## src/verilog/dcache_pkg.sv

```systemverilog
`default_nettype none

package dcache_pkg;

    // one data word, whole or split into byte lanes
    typedef union packed {
        logic [31:0]     word;
        logic [3:0][7:0] bytes;
    } data_word_u;

    typedef enum logic [1:0] {
        size_byte = 2'd0,
        size_half = 2'd1,
        size_word = 2'd2
    } access_size_e;

    // line mover command direction
    typedef enum logic {
        dir_fill      = 1'b0,
        dir_writeback = 1'b1
    } xfer_dir_e;

endpackage

`default_nettype wire

```

## src/verilog/bank_port_if.sv

```systemverilog
`timescale 1ns/1ps
`default_nettype none

interface bank_port_if
    import dcache_pkg::*;
#(
    parameter int NUM_BANKS   = 2,
    parameter int WORD_ADDR_W = 6
) ();

    localparam int BANK_W = $clog2(NUM_BANKS);

    logic                   req;
    logic                   gnt;
    logic                   we;
    logic [WORD_ADDR_W-1:0] waddr;
    logic [3:0]             wmask;
    data_word_u             wdata;
    logic                   rvalid;
    data_word_u             rdata;

    // word interleave, bank select in the low address bits
    logic [BANK_W-1:0]      bank;
    assign bank = waddr[BANK_W-1:0];

    modport requester (
        output req, we, waddr, wmask, wdata,
        input  gnt, rvalid, rdata
    );

    modport array (
        input  req, we, waddr, wmask, wdata, bank,
        output gnt, rvalid, rdata
    );

endinterface

`default_nettype wire

```

## src/verilog/banked_data_array.sv

```systemverilog
`timescale 1ns/1ps
`default_nettype none

module banked_data_array
    import dcache_pkg::*;
#(
    parameter int NUM_BANKS  = 2,
    parameter int LINE_WORDS = 4,
    parameter int NUM_LINES  = 16
) (
    input  logic       clk,
    input  logic       rst_n,
    bank_port_if.array core,
    bank_port_if.array mover
);

    localparam int WORD_ADDR_W = $clog2(NUM_LINES * LINE_WORDS);
    localparam int BANK_W      = $clog2(NUM_BANKS);
    localparam int ROW_W       = WORD_ADDR_W - BANK_W;
    localparam int DEPTH       = (NUM_LINES * LINE_WORDS) / NUM_BANKS;

    logic [NUM_BANKS-1:0] core_sel;
    logic [NUM_BANKS-1:0] mover_sel;
    logic [NUM_BANKS-1:0] bank_en;
    logic [NUM_BANKS-1:0] bank_we;
    logic [ROW_W-1:0]     bank_row   [NUM_BANKS];
    logic [3:0]           bank_wmask [NUM_BANKS];
    data_word_u           bank_wdata [NUM_BANKS];
    data_word_u           bank_rdata [NUM_BANKS];

    logic [ROW_W-1:0]     core_row;
    logic [ROW_W-1:0]     mover_row;
    logic                 core_rd_q;
    logic                 mover_rd_q;
    logic [BANK_W-1:0]    core_bank_q;
    logic [BANK_W-1:0]    mover_bank_q;

    assign core_row  = core.waddr[WORD_ADDR_W-1:BANK_W];
    assign mover_row = mover.waddr[WORD_ADDR_W-1:BANK_W];

    // mover always wins, core only loses on a same-bank clash
    assign mover.gnt = mover.req;
    assign core.gnt  = core.req && !(mover.req && mover.bank == core.bank);

    for (genvar b = 0; b < NUM_BANKS; b++) begin : g_bank
        assign core_sel[b]  = core.req && core.bank == BANK_W'(b);
        assign mover_sel[b] = mover.req && mover.bank == BANK_W'(b);

        assign bank_en[b]    = core_sel[b] || mover_sel[b];
        assign bank_we[b]    = mover_sel[b] ? mover.we    : core.we;
        assign bank_row[b]   = mover_sel[b] ? mover_row   : core_row;
        assign bank_wmask[b] = mover_sel[b] ? mover.wmask : core.wmask;
        assign bank_wdata[b] = mover_sel[b] ? mover.wdata : core.wdata;

        dcache_bank #(
            .DEPTH(DEPTH)
        ) bank_i (
            .clk  (clk),
            .en   (bank_en[b]),
            .we   (bank_we[b]),
            .row  (bank_row[b]),
            .wmask(bank_wmask[b]),
            .wdata(bank_wdata[b]),
            .rdata(bank_rdata[b])
        );
    end

    // remember accepted reads for the return path
    always_ff @(posedge clk or negedge rst_n) begin
        if (!rst_n) begin
            core_rd_q  <= 1'b0;
            mover_rd_q <= 1'b0;
        end else begin
            core_rd_q  <= core.req && core.gnt && !core.we;
            mover_rd_q <= mover.req && mover.gnt && !mover.we;
        end
    end

    always_ff @(posedge clk) begin
        core_bank_q  <= core.bank;
        mover_bank_q <= mover.bank;
    end

    assign core.rvalid  = core_rd_q;
    assign core.rdata   = bank_rdata[core_bank_q];
    assign mover.rvalid = mover_rd_q;
    assign mover.rdata  = bank_rdata[mover_bank_q];

endmodule

`default_nettype wire

```

## src/verilog/dcache_bank.sv

```systemverilog
`timescale 1ns/1ps
`default_nettype none

module dcache_bank
    import dcache_pkg::*;
#(
    parameter int DEPTH = 32
) (
    input  logic                     clk,
    input  logic                     en,
    input  logic                     we,
    input  logic [$clog2(DEPTH)-1:0] row,
    input  logic [3:0]               wmask,
    input  data_word_u               wdata,
    output data_word_u               rdata
);

    data_word_u mem [DEPTH];

    always_ff @(posedge clk) begin
        if (en) begin
            if (we) begin
                // byte lanes written independently
                for (int b = 0; b < 4; b++) begin
                    if (wmask[b]) begin
                        mem[row].bytes[b] <= wdata.bytes[b];
                    end
                end
            end else begin
                rdata <= mem[row];
            end
        end
    end

endmodule

`default_nettype wire

```

## src/verilog/dcache_subsys_top.sv

```systemverilog
`timescale 1ns/1ps
`default_nettype none

module dcache_subsys_top
    import dcache_pkg::*;
#(
    parameter int NUM_BANKS  = 2,
    parameter int LINE_WORDS = 4,
    parameter int NUM_LINES  = 16
) (
    input  logic                                   clk,
    input  logic                                   rst_n,
    input  logic                                   core_req_valid,
    output logic                                   core_req_ready,
    input  logic                                   core_req_we,
    input  logic [$clog2(NUM_LINES*LINE_WORDS)+1:0] core_req_addr,
    input  access_size_e                           core_req_size,
    input  logic                                   core_req_unsigned,
    input  logic [31:0]                            core_req_wdata,
    output logic                                   core_rsp_valid,
    output logic [31:0]                            core_rsp_rdata,
    input  logic                                   mc_cmd_valid,
    output logic                                   mc_cmd_ready,
    input  logic                                   mc_cmd_writeback,
    input  logic [$clog2(NUM_LINES)-1:0]           mc_cmd_line,
    output logic                                   mc_done,
    input  logic                                   fill_valid,
    output logic                                   fill_ready,
    input  logic [31:0]                            fill_data,
    output logic                                   wb_valid,
    input  logic                                   wb_ready,
    output logic [31:0]                            wb_data
);

    localparam int WORD_ADDR_W = $clog2(NUM_LINES * LINE_WORDS);

    bank_port_if #(
        .NUM_BANKS  (NUM_BANKS),
        .WORD_ADDR_W(WORD_ADDR_W)
    ) core_port ();

    bank_port_if #(
        .NUM_BANKS  (NUM_BANKS),
        .WORD_ADDR_W(WORD_ADDR_W)
    ) mover_port ();

    lsu_port #(
        .NUM_BANKS (NUM_BANKS),
        .LINE_WORDS(LINE_WORDS),
        .NUM_LINES (NUM_LINES)
    ) lsu_port_i (
        .clk         (clk),
        .rst_n       (rst_n),
        .req_valid   (core_req_valid),
        .req_ready   (core_req_ready),
        .req_we      (core_req_we),
        .req_addr    (core_req_addr),
        .req_size    (core_req_size),
        .req_unsigned(core_req_unsigned),
        .req_wdata   (core_req_wdata),
        .rsp_valid   (core_rsp_valid),
        .rsp_rdata   (core_rsp_rdata),
        .mem         (core_port.requester)
    );

    line_mover #(
        .NUM_BANKS (NUM_BANKS),
        .LINE_WORDS(LINE_WORDS),
        .NUM_LINES (NUM_LINES)
    ) line_mover_i (
        .clk          (clk),
        .rst_n        (rst_n),
        .cmd_valid    (mc_cmd_valid),
        .cmd_ready    (mc_cmd_ready),
        .cmd_writeback(mc_cmd_writeback),
        .cmd_line     (mc_cmd_line),
        .done         (mc_done),
        .fill_valid   (fill_valid),
        .fill_ready   (fill_ready),
        .fill_data    (fill_data),
        .wb_valid     (wb_valid),
        .wb_ready     (wb_ready),
        .wb_data      (wb_data),
        .mem          (mover_port.requester)
    );

    banked_data_array #(
        .NUM_BANKS (NUM_BANKS),
        .LINE_WORDS(LINE_WORDS),
        .NUM_LINES (NUM_LINES)
    ) banked_data_array_i (
        .clk  (clk),
        .rst_n(rst_n),
        .core (core_port.array),
        .mover(mover_port.array)
    );

endmodule

`default_nettype wire

```

## src/verilog/line_mover.sv

```systemverilog
`timescale 1ns/1ps
`default_nettype none

module line_mover
    import dcache_pkg::*;
#(
    parameter int NUM_BANKS  = 2,
    parameter int LINE_WORDS = 4,
    parameter int NUM_LINES  = 16
) (
    input  logic                         clk,
    input  logic                         rst_n,
    input  logic                         cmd_valid,
    output logic                         cmd_ready,
    input  logic                         cmd_writeback,
    input  logic [$clog2(NUM_LINES)-1:0] cmd_line,
    output logic                         done,
    input  logic                         fill_valid,
    output logic                         fill_ready,
    input  logic [31:0]                  fill_data,
    output logic                         wb_valid,
    input  logic                         wb_ready,
    output logic [31:0]                  wb_data,
    bank_port_if.requester               mem
);

    localparam int LINE_W      = $clog2(NUM_LINES);
    localparam int OFF_W       = $clog2(LINE_WORDS);
    localparam int WORD_ADDR_W = $clog2(NUM_BANKS) + $clog2((NUM_LINES * LINE_WORDS) / NUM_BANKS);

    typedef enum logic [2:0] {
        st_idle,
        st_filling,
        st_wb_read,
        st_wb_wait,
        st_wb_hold
    } state_e;

    state_e            state_q;
    logic [OFF_W-1:0]  cnt_q;
    logic [LINE_W-1:0] line_q;
    logic [31:0]       hold_q;
    logic              done_q;
    xfer_dir_e         cmd_dir;
    logic              last_word;
    logic              fill_take;
    logic              wb_take;

    assign cmd_dir   = cmd_writeback ? dir_writeback : dir_fill;
    assign last_word = cnt_q == OFF_W'(LINE_WORDS - 1);
    assign cmd_ready = state_q == st_idle;

    assign mem.req        = (state_q == st_filling && fill_valid) || state_q == st_wb_read;
    assign mem.we         = state_q == st_filling;
    assign mem.waddr      = WORD_ADDR_W'({line_q, cnt_q});
    assign mem.wmask      = 4'b1111;
    assign mem.wdata.word = fill_data;

    // stall the fill stream only while our own write waits for grant
    assign fill_ready = state_q == st_filling && !(mem.req && !mem.gnt);
    assign fill_take  = fill_valid && fill_ready;

    assign wb_valid = state_q == st_wb_hold;
    assign wb_data  = hold_q;
    assign wb_take  = wb_valid && wb_ready;
    assign done     = done_q;

    always_ff @(posedge clk or negedge rst_n) begin
        if (!rst_n) begin
            state_q <= st_idle;
            cnt_q   <= '0;
            done_q  <= 1'b0;
        end else begin
            done_q <= 1'b0;
            case (state_q)
                st_idle: begin
                    cnt_q <= '0;
                    if (cmd_valid) begin
                        state_q <= (cmd_dir == dir_writeback) ? st_wb_read : st_filling;
                    end
                end
                st_filling: begin
                    if (fill_take) begin
                        cnt_q <= cnt_q + OFF_W'(1);
                        if (last_word) begin
                            state_q <= st_idle;
                            done_q  <= 1'b1;
                        end
                    end
                end
                st_wb_read: begin
                    if (mem.gnt) begin
                        state_q <= st_wb_wait;
                    end
                end
                st_wb_wait: begin
                    if (mem.rvalid) begin
                        state_q <= st_wb_hold;
                    end
                end
                st_wb_hold: begin
                    if (wb_take) begin
                        cnt_q   <= cnt_q + OFF_W'(1);
                        state_q <= last_word ? st_idle : st_wb_read;
                        done_q  <= last_word;
                    end
                end
                default: state_q <= st_idle;
            endcase
        end
    end

    always_ff @(posedge clk) begin
        if (state_q == st_idle && cmd_valid) begin
            line_q <= cmd_line;
        end
        // writeback word held until the stream takes it
        if (state_q == st_wb_wait && mem.rvalid) begin
            hold_q <= mem.rdata.word;
        end
    end

endmodule

`default_nettype wire

```

## src/verilog/lsu_port.sv

```systemverilog
`timescale 1ns/1ps
`default_nettype none

module lsu_port
    import dcache_pkg::*;
#(
    parameter int NUM_BANKS  = 2,
    parameter int LINE_WORDS = 4,
    parameter int NUM_LINES  = 16
) (
    input  logic                                   clk,
    input  logic                                   rst_n,
    input  logic                                   req_valid,
    output logic                                   req_ready,
    input  logic                                   req_we,
    input  logic [$clog2(NUM_LINES*LINE_WORDS)+1:0] req_addr,
    input  access_size_e                           req_size,
    input  logic                                   req_unsigned,
    input  logic [31:0]                            req_wdata,
    output logic                                   rsp_valid,
    output logic [31:0]                            rsp_rdata,
    bank_port_if.requester                         mem
);

    // word address is the bank row above the bank select
    localparam int BANK_W      = $clog2(NUM_BANKS);
    localparam int WORD_ADDR_W = BANK_W + $clog2((NUM_LINES * LINE_WORDS) / NUM_BANKS);
    localparam int BYTE_ADDR_W = WORD_ADDR_W + 2;

    logic [1:0]   offset;
    logic [3:0]   st_mask;
    data_word_u   st_word;
    logic [1:0]   ld_off;
    access_size_e ld_size;
    logic         ld_unsigned;
    data_word_u   ld_word;
    logic [7:0]   ld_byte;
    logic [15:0]  ld_half;

    assign offset    = req_addr[1:0];
    assign req_ready = mem.gnt;

    assign mem.req   = req_valid;
    assign mem.we    = req_we;
    assign mem.waddr = req_addr[BYTE_ADDR_W-1:2];
    assign mem.wmask = st_mask;
    assign mem.wdata = st_word;

    always_comb begin
        case (req_size)
            size_byte: st_mask = 4'b0001 << offset;
            size_half: st_mask = offset[1] ? 4'b1100 : 4'b0011;
            default:   st_mask = 4'b1111;
        endcase
        // store data copied onto every lane, mask picks the live ones
        for (int i = 0; i < 4; i++) begin
            case (req_size)
                size_byte: st_word.bytes[i] = req_wdata[7:0];
                size_half: st_word.bytes[i] = req_wdata[8*(i%2) +: 8];
                default:   st_word.bytes[i] = req_wdata[8*i +: 8];
            endcase
        end
    end

    // load format for the response one cycle later
    always_ff @(posedge clk or negedge rst_n) begin
        if (!rst_n) begin
            ld_off      <= 2'd0;
            ld_size     <= size_word;
            ld_unsigned <= 1'b0;
        end else if (req_valid && mem.gnt && !req_we) begin
            ld_off      <= offset;
            ld_size     <= req_size;
            ld_unsigned <= req_unsigned;
        end
    end

    assign ld_word = mem.rdata;
    assign ld_byte = ld_word.bytes[ld_off];
    assign ld_half = {ld_word.bytes[{ld_off[1], 1'b1}], ld_word.bytes[{ld_off[1], 1'b0}]};

    always_comb begin
        case (ld_size)
            size_byte: rsp_rdata = {{24{ld_byte[7] && !ld_unsigned}}, ld_byte};
            size_half: rsp_rdata = {{16{ld_half[15] && !ld_unsigned}}, ld_half};
            default:   rsp_rdata = ld_word.word;
        endcase
    end

    assign rsp_valid = mem.rvalid;

endmodule

`default_nettype wire
```

## config.mk

```make
export PLATFORM = sky130hd
export DESIGN_NAME = dcache_subsys_top
export DESIGN_NICKNAME = d
export VERILOG_FILES = /design/src/verilog/dcache_pkg.sv /design/src/verilog/bank_port_if.sv /design/src/verilog/banked_data_array.sv /design/src/verilog/dcache_bank.sv /design/src/verilog/dcache_subsys_top.sv /design/src/verilog/line_mover.sv /design/src/verilog/lsu_port.sv
export SDC_FILE = /design/constraint.sdc
export NUM_CORES = 2
export LEC_CHECK = 0
export BUFFER_PORTS_ARGS = -buffer_cell sky130_fd_sc_hd__buf_2
export CORE_ASPECT_RATIO = 0.9
export CORE_MARGIN = 1.5
export CORE_UTILIZATION = 30
export DETAILED_ROUTE_END_ITERATION = 10
export PLACE_DENSITY = 0.48
export SLEW_MARGIN = 25
export SYNTH_ARGS = -nofsm -noshare
export SYNTH_HDL_FRONTEND = slang
export SYNTH_SLANG_ARGS = --single-unit
```

## constraint.sdc

```tcl
create_clock -name clk -period 4.6 [get_ports clk]
set_input_delay 0 -clock clk [delete_from_list [all_inputs] [get_ports clk]]
set_output_delay 0 -clock clk [all_outputs]
set_load 0.05 [all_outputs]
```

# Yosys cells after proc, flatten, opt, wreduce, memory -nomap -nowiden
# Memory sizes are Yosys's and may differ from the RTL's. A register that Yosys moved wholly into a read port is not among the register bits.
# Cells that the tools add are included.
dict set report op_classes {
  add_sub_neg 1
  magnitude_cmp 5
  eq_ne 14
  shift 1
  mux 75
  n_bitwise 6
  reduce_logical 31
}
# cell count
set op_table {}
lappend op_table {{32-bit two-way mux} 8}
lappend op_table {{32-bit case mux with 2 select lines} 1}
lappend op_table {{8-bit two-way mux} 7}
lappend op_table {{1-bit two-way mux} 38}
lappend op_table {{3-bit two-way mux} 6}
lappend op_table {{8-bit binary-select mux with 2-bit select} 1}
lappend op_table {{8-bit case mux with 2 select lines} 1}
lappend op_table {{1-bit logical AND} 15}
lappend op_table {{3-bit case mux with 5 select lines} 1}
lappend op_table {{4-bit two-way mux} 3}
lappend op_table {{5-bit two-way mux} 2}
lappend op_table {{2-bit by 3-bit less-than comparator with 1-bit output, second input constant} 3}
lappend op_table {{2-bit two-way mux} 4}
lappend op_table {{2-bit inequality test, second input constant} 4}
lappend op_table {{4-bit case mux with 2 select lines} 1}
lappend op_table {{3-bit by 2-bit == test with 1-bit output, second input constant} 2}
lappend op_table {{2-bit case mux with 3 select lines} 1}
lappend op_table {{6-bit AND reduction} 1}
lappend op_table {{2-bit by 1-bit == test with 1-bit output, second input constant} 2}
lappend op_table {{2-bit greater-or-equal comparator, second input constant} 2}
lappend op_table {{1-bit zero test} 4}
lappend op_table {{2-bit zero test} 2}
lappend op_table {{2-bit by 1-bit inequality test with 1-bit output, second input constant} 2}
lappend op_table {{1-bit NOT} 4}
lappend op_table {{other kinds (14)} 18}
dict set report totals {
  ff_bits 51
  ram_bits 2048
  out_inout_bits 70
  elab_cells 147
  memories 2
}
# memory depth word_bits read_ports rd_clocked_by_memory_dff wr line_no
set mem_list {}
lappend mem_list {{banked_data_array_i.g_bank[0].bank_i.mem} 32 32 1 1 1 dcache_bank.sv:18} ;# data_word_u mem [DEPTH];
lappend mem_list {{banked_data_array_i.g_bank[1].bank_i.mem} 32 32 1 1 1 dcache_bank.sv:18}

# Longest topological paths before layout
dict set report logic_depth {
  ltp_word 9
  depth_mapped 11
  depth_no_buf 7
}

# By module
# A second synthesis with hierarchy kept.
dict set report unflattened {
  cells_unflattened 5006
  hier_area_um2 86654.4
}
# mod instances cells_each area_each_um2 seq_area_each_um2
set modules_own_cells {}
lappend modules_own_cells {dcache_bank 2 2254 40595.2 31710.4}
lappend modules_own_cells {banked_data_array 1 180 2140.8 90.1}
lappend modules_own_cells {line_mover 1 132 1864.3 1231.2}
lappend modules_own_cells {lsu_port 1 186 1458.9 126.4}

# Worst setup path before layout
# Ideal clock, no wire load.
dict set report synth_path {
  path_type {reg-to-reg}
  start {register line_mover_i.state_q[1]}
  end {register banked_data_array_i.g_bank[1].bank_i.rdata[0] (netlist bit) (read register of banked_data_array_i.g_bank[1].bank_i.mem), enable pin}
  setup_time_ns 0.466
  arrival_time_ns 3.313
  t_required_ns 4.134
  path_slack_ns 0.822
  path_stages_with_launch 6
  n_path_buf 2
  cell_sequence {dfrtp_1 > buf_2 > nand2b_1 > a21oi_1 > clkbuf_1 > o21ai_0}
}
dict set report synth_via {
  elab_chain_cells 7
  elab_cells_between_ends 10
  cone_classes {eq/ne (2); mux (2); bitwise (1); reduce/logical (5)}
}
# item line_no
set synth_rtl {}
lappend synth_rtl {{start: declaration} line_mover.sv:39} ;# state_e state_q;
lappend synth_rtl {{start signal: assignment} line_mover.sv:70} ;# state_q <= st_idle;
lappend synth_rtl {{start signal: assignment} line_mover.sv:79} ;# state_q <= (cmd_dir == dir_writeback) ? st_wb_read : st_filling;
lappend synth_rtl {{start signal: assignment} line_mover.sv:86} ;# state_q <= st_idle;
lappend synth_rtl {{3-bit by 1-bit == test with 1-bit output} {line_mover.sv:53, line_mover.sv:54}}
lappend synth_rtl {{1-bit logical AND} line_mover.sv:53} ;# assign mem.req = (state_q == st_filling && fill_valid) || state_q == st_wb_read;
lappend synth_rtl {{1-bit logical OR} line_mover.sv:53}
lappend synth_rtl {{1-bit logical AND} banked_data_array.sv:47} ;# assign mover_sel[b] = mover.req && mover.bank == BANK_W'(b);
lappend synth_rtl {{1-bit two-way mux} banked_data_array.sv:50} ;# assign bank_we[b] = mover_sel[b] ? mover.we : core.we;
lappend synth_rtl {{1-bit NOT (no line)} -}
lappend synth_rtl {{2-bit AND reduction (no line)} -}
lappend synth_rtl {{end: declaration} dcache_bank.sv:15} ;# output data_word_u rdata
# Parallel ways exist; a longest one is shown, timed or not.
# A chain may end at the register's enable or synchronous reset.

# Worst setup path in the final report
dict set report layout_path {
  start {register line_mover_i.state_q[1]}
  end {memory banked_data_array_i.g_bank[1].bank_i.mem[26][30] (netlist bit), enable pin}
}
dict set report layout_via {
  elab_chain_cells 9
  elab_cells_between_ends 13
  cone_classes {eq/ne (2); mux (7); reduce/logical (4)}
}
# item line_no
set layout_rtl {}
lappend layout_rtl {{3-bit by 1-bit == test with 1-bit output} {line_mover.sv:53, line_mover.sv:54}}
lappend layout_rtl {{1-bit logical AND} line_mover.sv:53}
lappend layout_rtl {{1-bit logical OR} line_mover.sv:53}
lappend layout_rtl {{1-bit logical AND} banked_data_array.sv:47}
lappend layout_rtl {{4-bit two-way mux} banked_data_array.sv:52} ;# assign bank_wmask[b] = mover_sel[b] ? mover.wmask : core.wmask;
lappend layout_rtl {{1-bit two-way mux} dcache_bank.sv:25} ;# if (wmask[b]) begin
lappend layout_rtl {{1-bit two-way mux} dcache_bank.sv:22} ;# if (we) begin
lappend layout_rtl {{1-bit two-way mux} dcache_bank.sv:21} ;# if (en) begin
lappend layout_rtl {{1-bit two-way mux (implied by the code)} dcache_bank.sv:26} ;# mem[row].bytes[b] <= wdata.bytes[b];
lappend layout_rtl {{end: declaration} dcache_bank.sv:18}
# Parallel ways exist; a longest one is shown, timed or not.

==> reports/qor.csv <==
metric,value,unit
max cap viols,0,
net count after synthesis,6094,
total power,58.0,mW
yosys warns,0,
switching share of power,0.335,
pwr/cell area,565,nW/um^2
CTS root buffer,clkbuf_16,
vias per cell,5.25,
GRT Overall Usage,0.192,
VDD IR max,0.393,mV
Leak,32.9,nW
period utilization,0.974,
Least-Margin Pin Slew,1.11,ns
CP dominant cell by count,nor2_1,
post-place setup slack,0.168,ns
dpl hpwl,192000,um
Comb pwr share,0.260,
Fillers,27780,
PnR worst setup slack,0.120,ns
status,finished with violations,
crit-path max FO,28,
final core occ,0.352,
Sink Count,2163,
gate family responsible for the most delay along the worst path,simple AND/OR/NAND/NOR gates,
#FFs+latches synth,2163,
buffer and inverter count on the worst path,1,
RD Place Congestion,0.850,
Post-Layout Cell Count,10422,
Clock power frac,0.306,
# DRC,14,
# IOs,157,
FMAX,0.223,GHz
CP peak stage delay,0.75,ns
DR WL/cell,28.0,um
post-CTS setup buffers,0,
Via Count,54707,
Switching Power,19.5,mW
Slew HR,0.263,
CTS tree,done,
violations in the final reports,design-rule violations,
CP startpoint kind,flop,
First-pass DRT Iterations,9,
CP max-delay cell,nor2_1,
Die ar.,296000,um^2
Worst-path clk slew,0.06,ns
Clock Latency Late Sink,0.90,ns
DRT antenna net count,0,
CTS Buf Count,226,
clock tree buffer depth,4,
worst-path cell chain,"buf_4, or3b_2, a21oi_1, o21a_4, nor2_1, nor2_1, nand2_1, nor2_1",
CP Capture Type,flop,
Final setup viols,0,
DRT iter0 DRCs,6221,
nets,6426,
"most common cell after layout, fill and taps aside",edfxtp_1,
Synth Area per Inst,14.6,um^2
Most used DFF post-synth,edfxtp_1,
share of post-route cells with drive strength above 1,0.155,
die extent in x,573,um
Final Skew,0.0662,ns
"FFs w/ async S/R, synth",0.00601,
Setup TNS,0,ns
multi-input logic area,21600,um^2
RSZ-0062 raised after global routing,yes,
Chip Height,516,um
port buffer count,156,
minimum clock period,4.48,ns
Post-Route WL,292000,um
Mapped Area,87900,um^2
CP arrival,4.98,ns
global route overflow,0,
Layout area overhead,16.9,%
Max H-tree Level,4,
first-pass GRT wire length,407000,um
register area share after synthesis,0.738,
Mapped Cells,6006,
row count,188,
WP data required,5.10,ns
Seq pwr share,0.434,
number of flops mapped to enable cells by yosys,2148,
Worst Hold Class,in2reg,
initial core utilization,0.301,
most frequent cells in the layout,"2148 x edfxtp_1, 538 x mux2i_1, 502 x o21ai_0, 496 x nand3_1, 440 x nor2_1",
synth unique cells,63,
final number of hold-violating endpoints,0,
vias in the first global route,52764,
Register Area,64900,um^2
core area,291000,um^2
initial antenna violation count,30,
Slew Limit Fails,0,
largest net degree at the start of global routing,207,
dpl cells,9928,
critical path start-end classification,reg2reg,
cell internal pwr,38.6,mW
power by group through the flow:
stage / Sequential, mW / Combinational, mW / Clock (mW)
floorplan: 25.2 / 8.47 / 0
global placement: 25.5 / 14.9 / 0
detailed placement: 25.5 / 15.0 / 0
CTS: 25.1 / 15.1 / 18.1
global route: 25.2 / 15.8 / 18.8
finish: 25.2 / 15.1 / 17.8
cell type report:
class,instances,area share
Antenna cell,13,0.000317
Clock buffer,274,0.0577
Clock inverter,130,0.0109
Inverter,16,0.000585
Multi-Input combinational cell,3386,0.211
Sequential cell,2163,0.631
Tap cell,3895,0.0474
Timing Repair Buffer,545,0.0409
state kept, by name (all words and copies together) (netlist names):
register                                 flops
line_mover_i.line_q                          4
lsu_port_i.ld_unsigned                       1
banked_data_array_i.g_bank.bank_i.rdata     64
lsu_port_i.ld_size                           2
line_mover_i.cnt_q                           2
line_mover_i.done                            1
banked_data_array_i.g_bank.bank_i.mem     2048
lsu_port_i.ld_off                            2
line_mover_i.wb_data                        32
banked_data_array_i.mover_bank_q             1
banked_data_array_i.mover.rvalid             1
line_mover_i.state_q                         3
banked_data_array_i.core_bank_q              1
banked_data_array_i.core.rvalid              1
logic make-up after synthesis:
family	Yosys count	synth area share
flip-flops	2163	0.738
buffers and inverters	457	0.0218
AND/OR/NAND/NOR	1318	0.0702
multiplexers	659	0.0773
adder cells (fa/ha/maj)	1	0.000142
XOR/XNOR	1	0.0000997
AO/OA/AOI/OAI	1407	0.0921
Yosys cell counts, types with 8 or more instances:
library cell  instances  area, um^2
a221oi_1              8        70.1
o22ai_1             194        1210
dfrtp_1              12         300
nand2b_1             22         138
nand4_1              61         382
nand3_1             496        2480
a211oi_1             62         465
o21bai_1              8        60.1
nand2_1             142         533
mux2_2              110        1240
nor4_1              100         626
buf_1                35         131
buf_2               102         510
a21o_1              105         788
nor2_1              453        1700
o21ai_0             520        2600
a21oi_1             446        2230
inv_1                15        56.3
edfxtp_1           2148       64500
o2111a_1             33         372
clkbuf_1            285        1070
buf_4                19         143
mux2i_1             542        5430
worst register-to-register path, stage by stage, from the launching register on:
cell and delay (ns):
dfrtp_1 0.51, buf_4 0.23, or3b_2 0.46, a21oi_1 0.40
o21a_4 0.45, nor2_1 0.11, nor2_1 0.67, nand2_1 0.56
nor2_1 0.75
layer usage:
layer / part of all wire / track usage / up-vias
met1: 0.44 / 0.270 / 28104
met2: 0.45 / 0.298 / 2150
li1: - / - / 24050
met3: 0.072 / 0.0309 / 399
met5: 0.000099 / 0 / -
met4: 0.037 / 0.0678 / 4
through the flow:
step / cell area [um^2] / hold slack, ns
2_1_floorplan: 87900 / -0.296
3_3_place_gp: 94800 / -0.0144
3_5_place_dp: 94800 / -0.0157
4_1_cts: 103000 / 0.0131
5_1_grt: 103000 / 0.0440
6_report: 103000 / 0.0370
timing repair:
item	in CTS	in global routing
gates resized for setup	0	8
setup endpoints to repair	0	56
endpoints found under the hold margin	1999	0
hold buffers	77	0
final timing paths:
check / start / slack (ns) / end / cells past startpoint
min reg2reg: banked_data_array_i.mover.rvalid$_DFF_PN0_ / 0.54 / line_mover_i.state_q[1]$_DFFE_PN0P_ / 1
min: wb_ready / 0.04 / line_mover_i.state_q[2]$_DFFE_PN0P_ / 3
max in group asynchronous: rst_n / 2.81 / line_mover_i.state_q[1]$_DFFE_PN0P_ / 4
max: line_mover_i.state_q[1]$_DFFE_PN0P_ / 0.12 / banked_data_array_i.g_bank[1].bank_i.mem[26][30]$_DFFE_PP_ / 8
max reg2reg: line_mover_i.state_q[1]$_DFFE_PN0P_ / 0.12 / banked_data_array_i.g_bank[1].bank_i.mem[26][30]$_DFFE_PP_ / 8
min in group asynchronous: rst_n / 0.31 / lsu_port_i.ld_size[1]$_DFFE_PN1P_ / 3
Note: power is estimated with default switching activity, not from simulation.
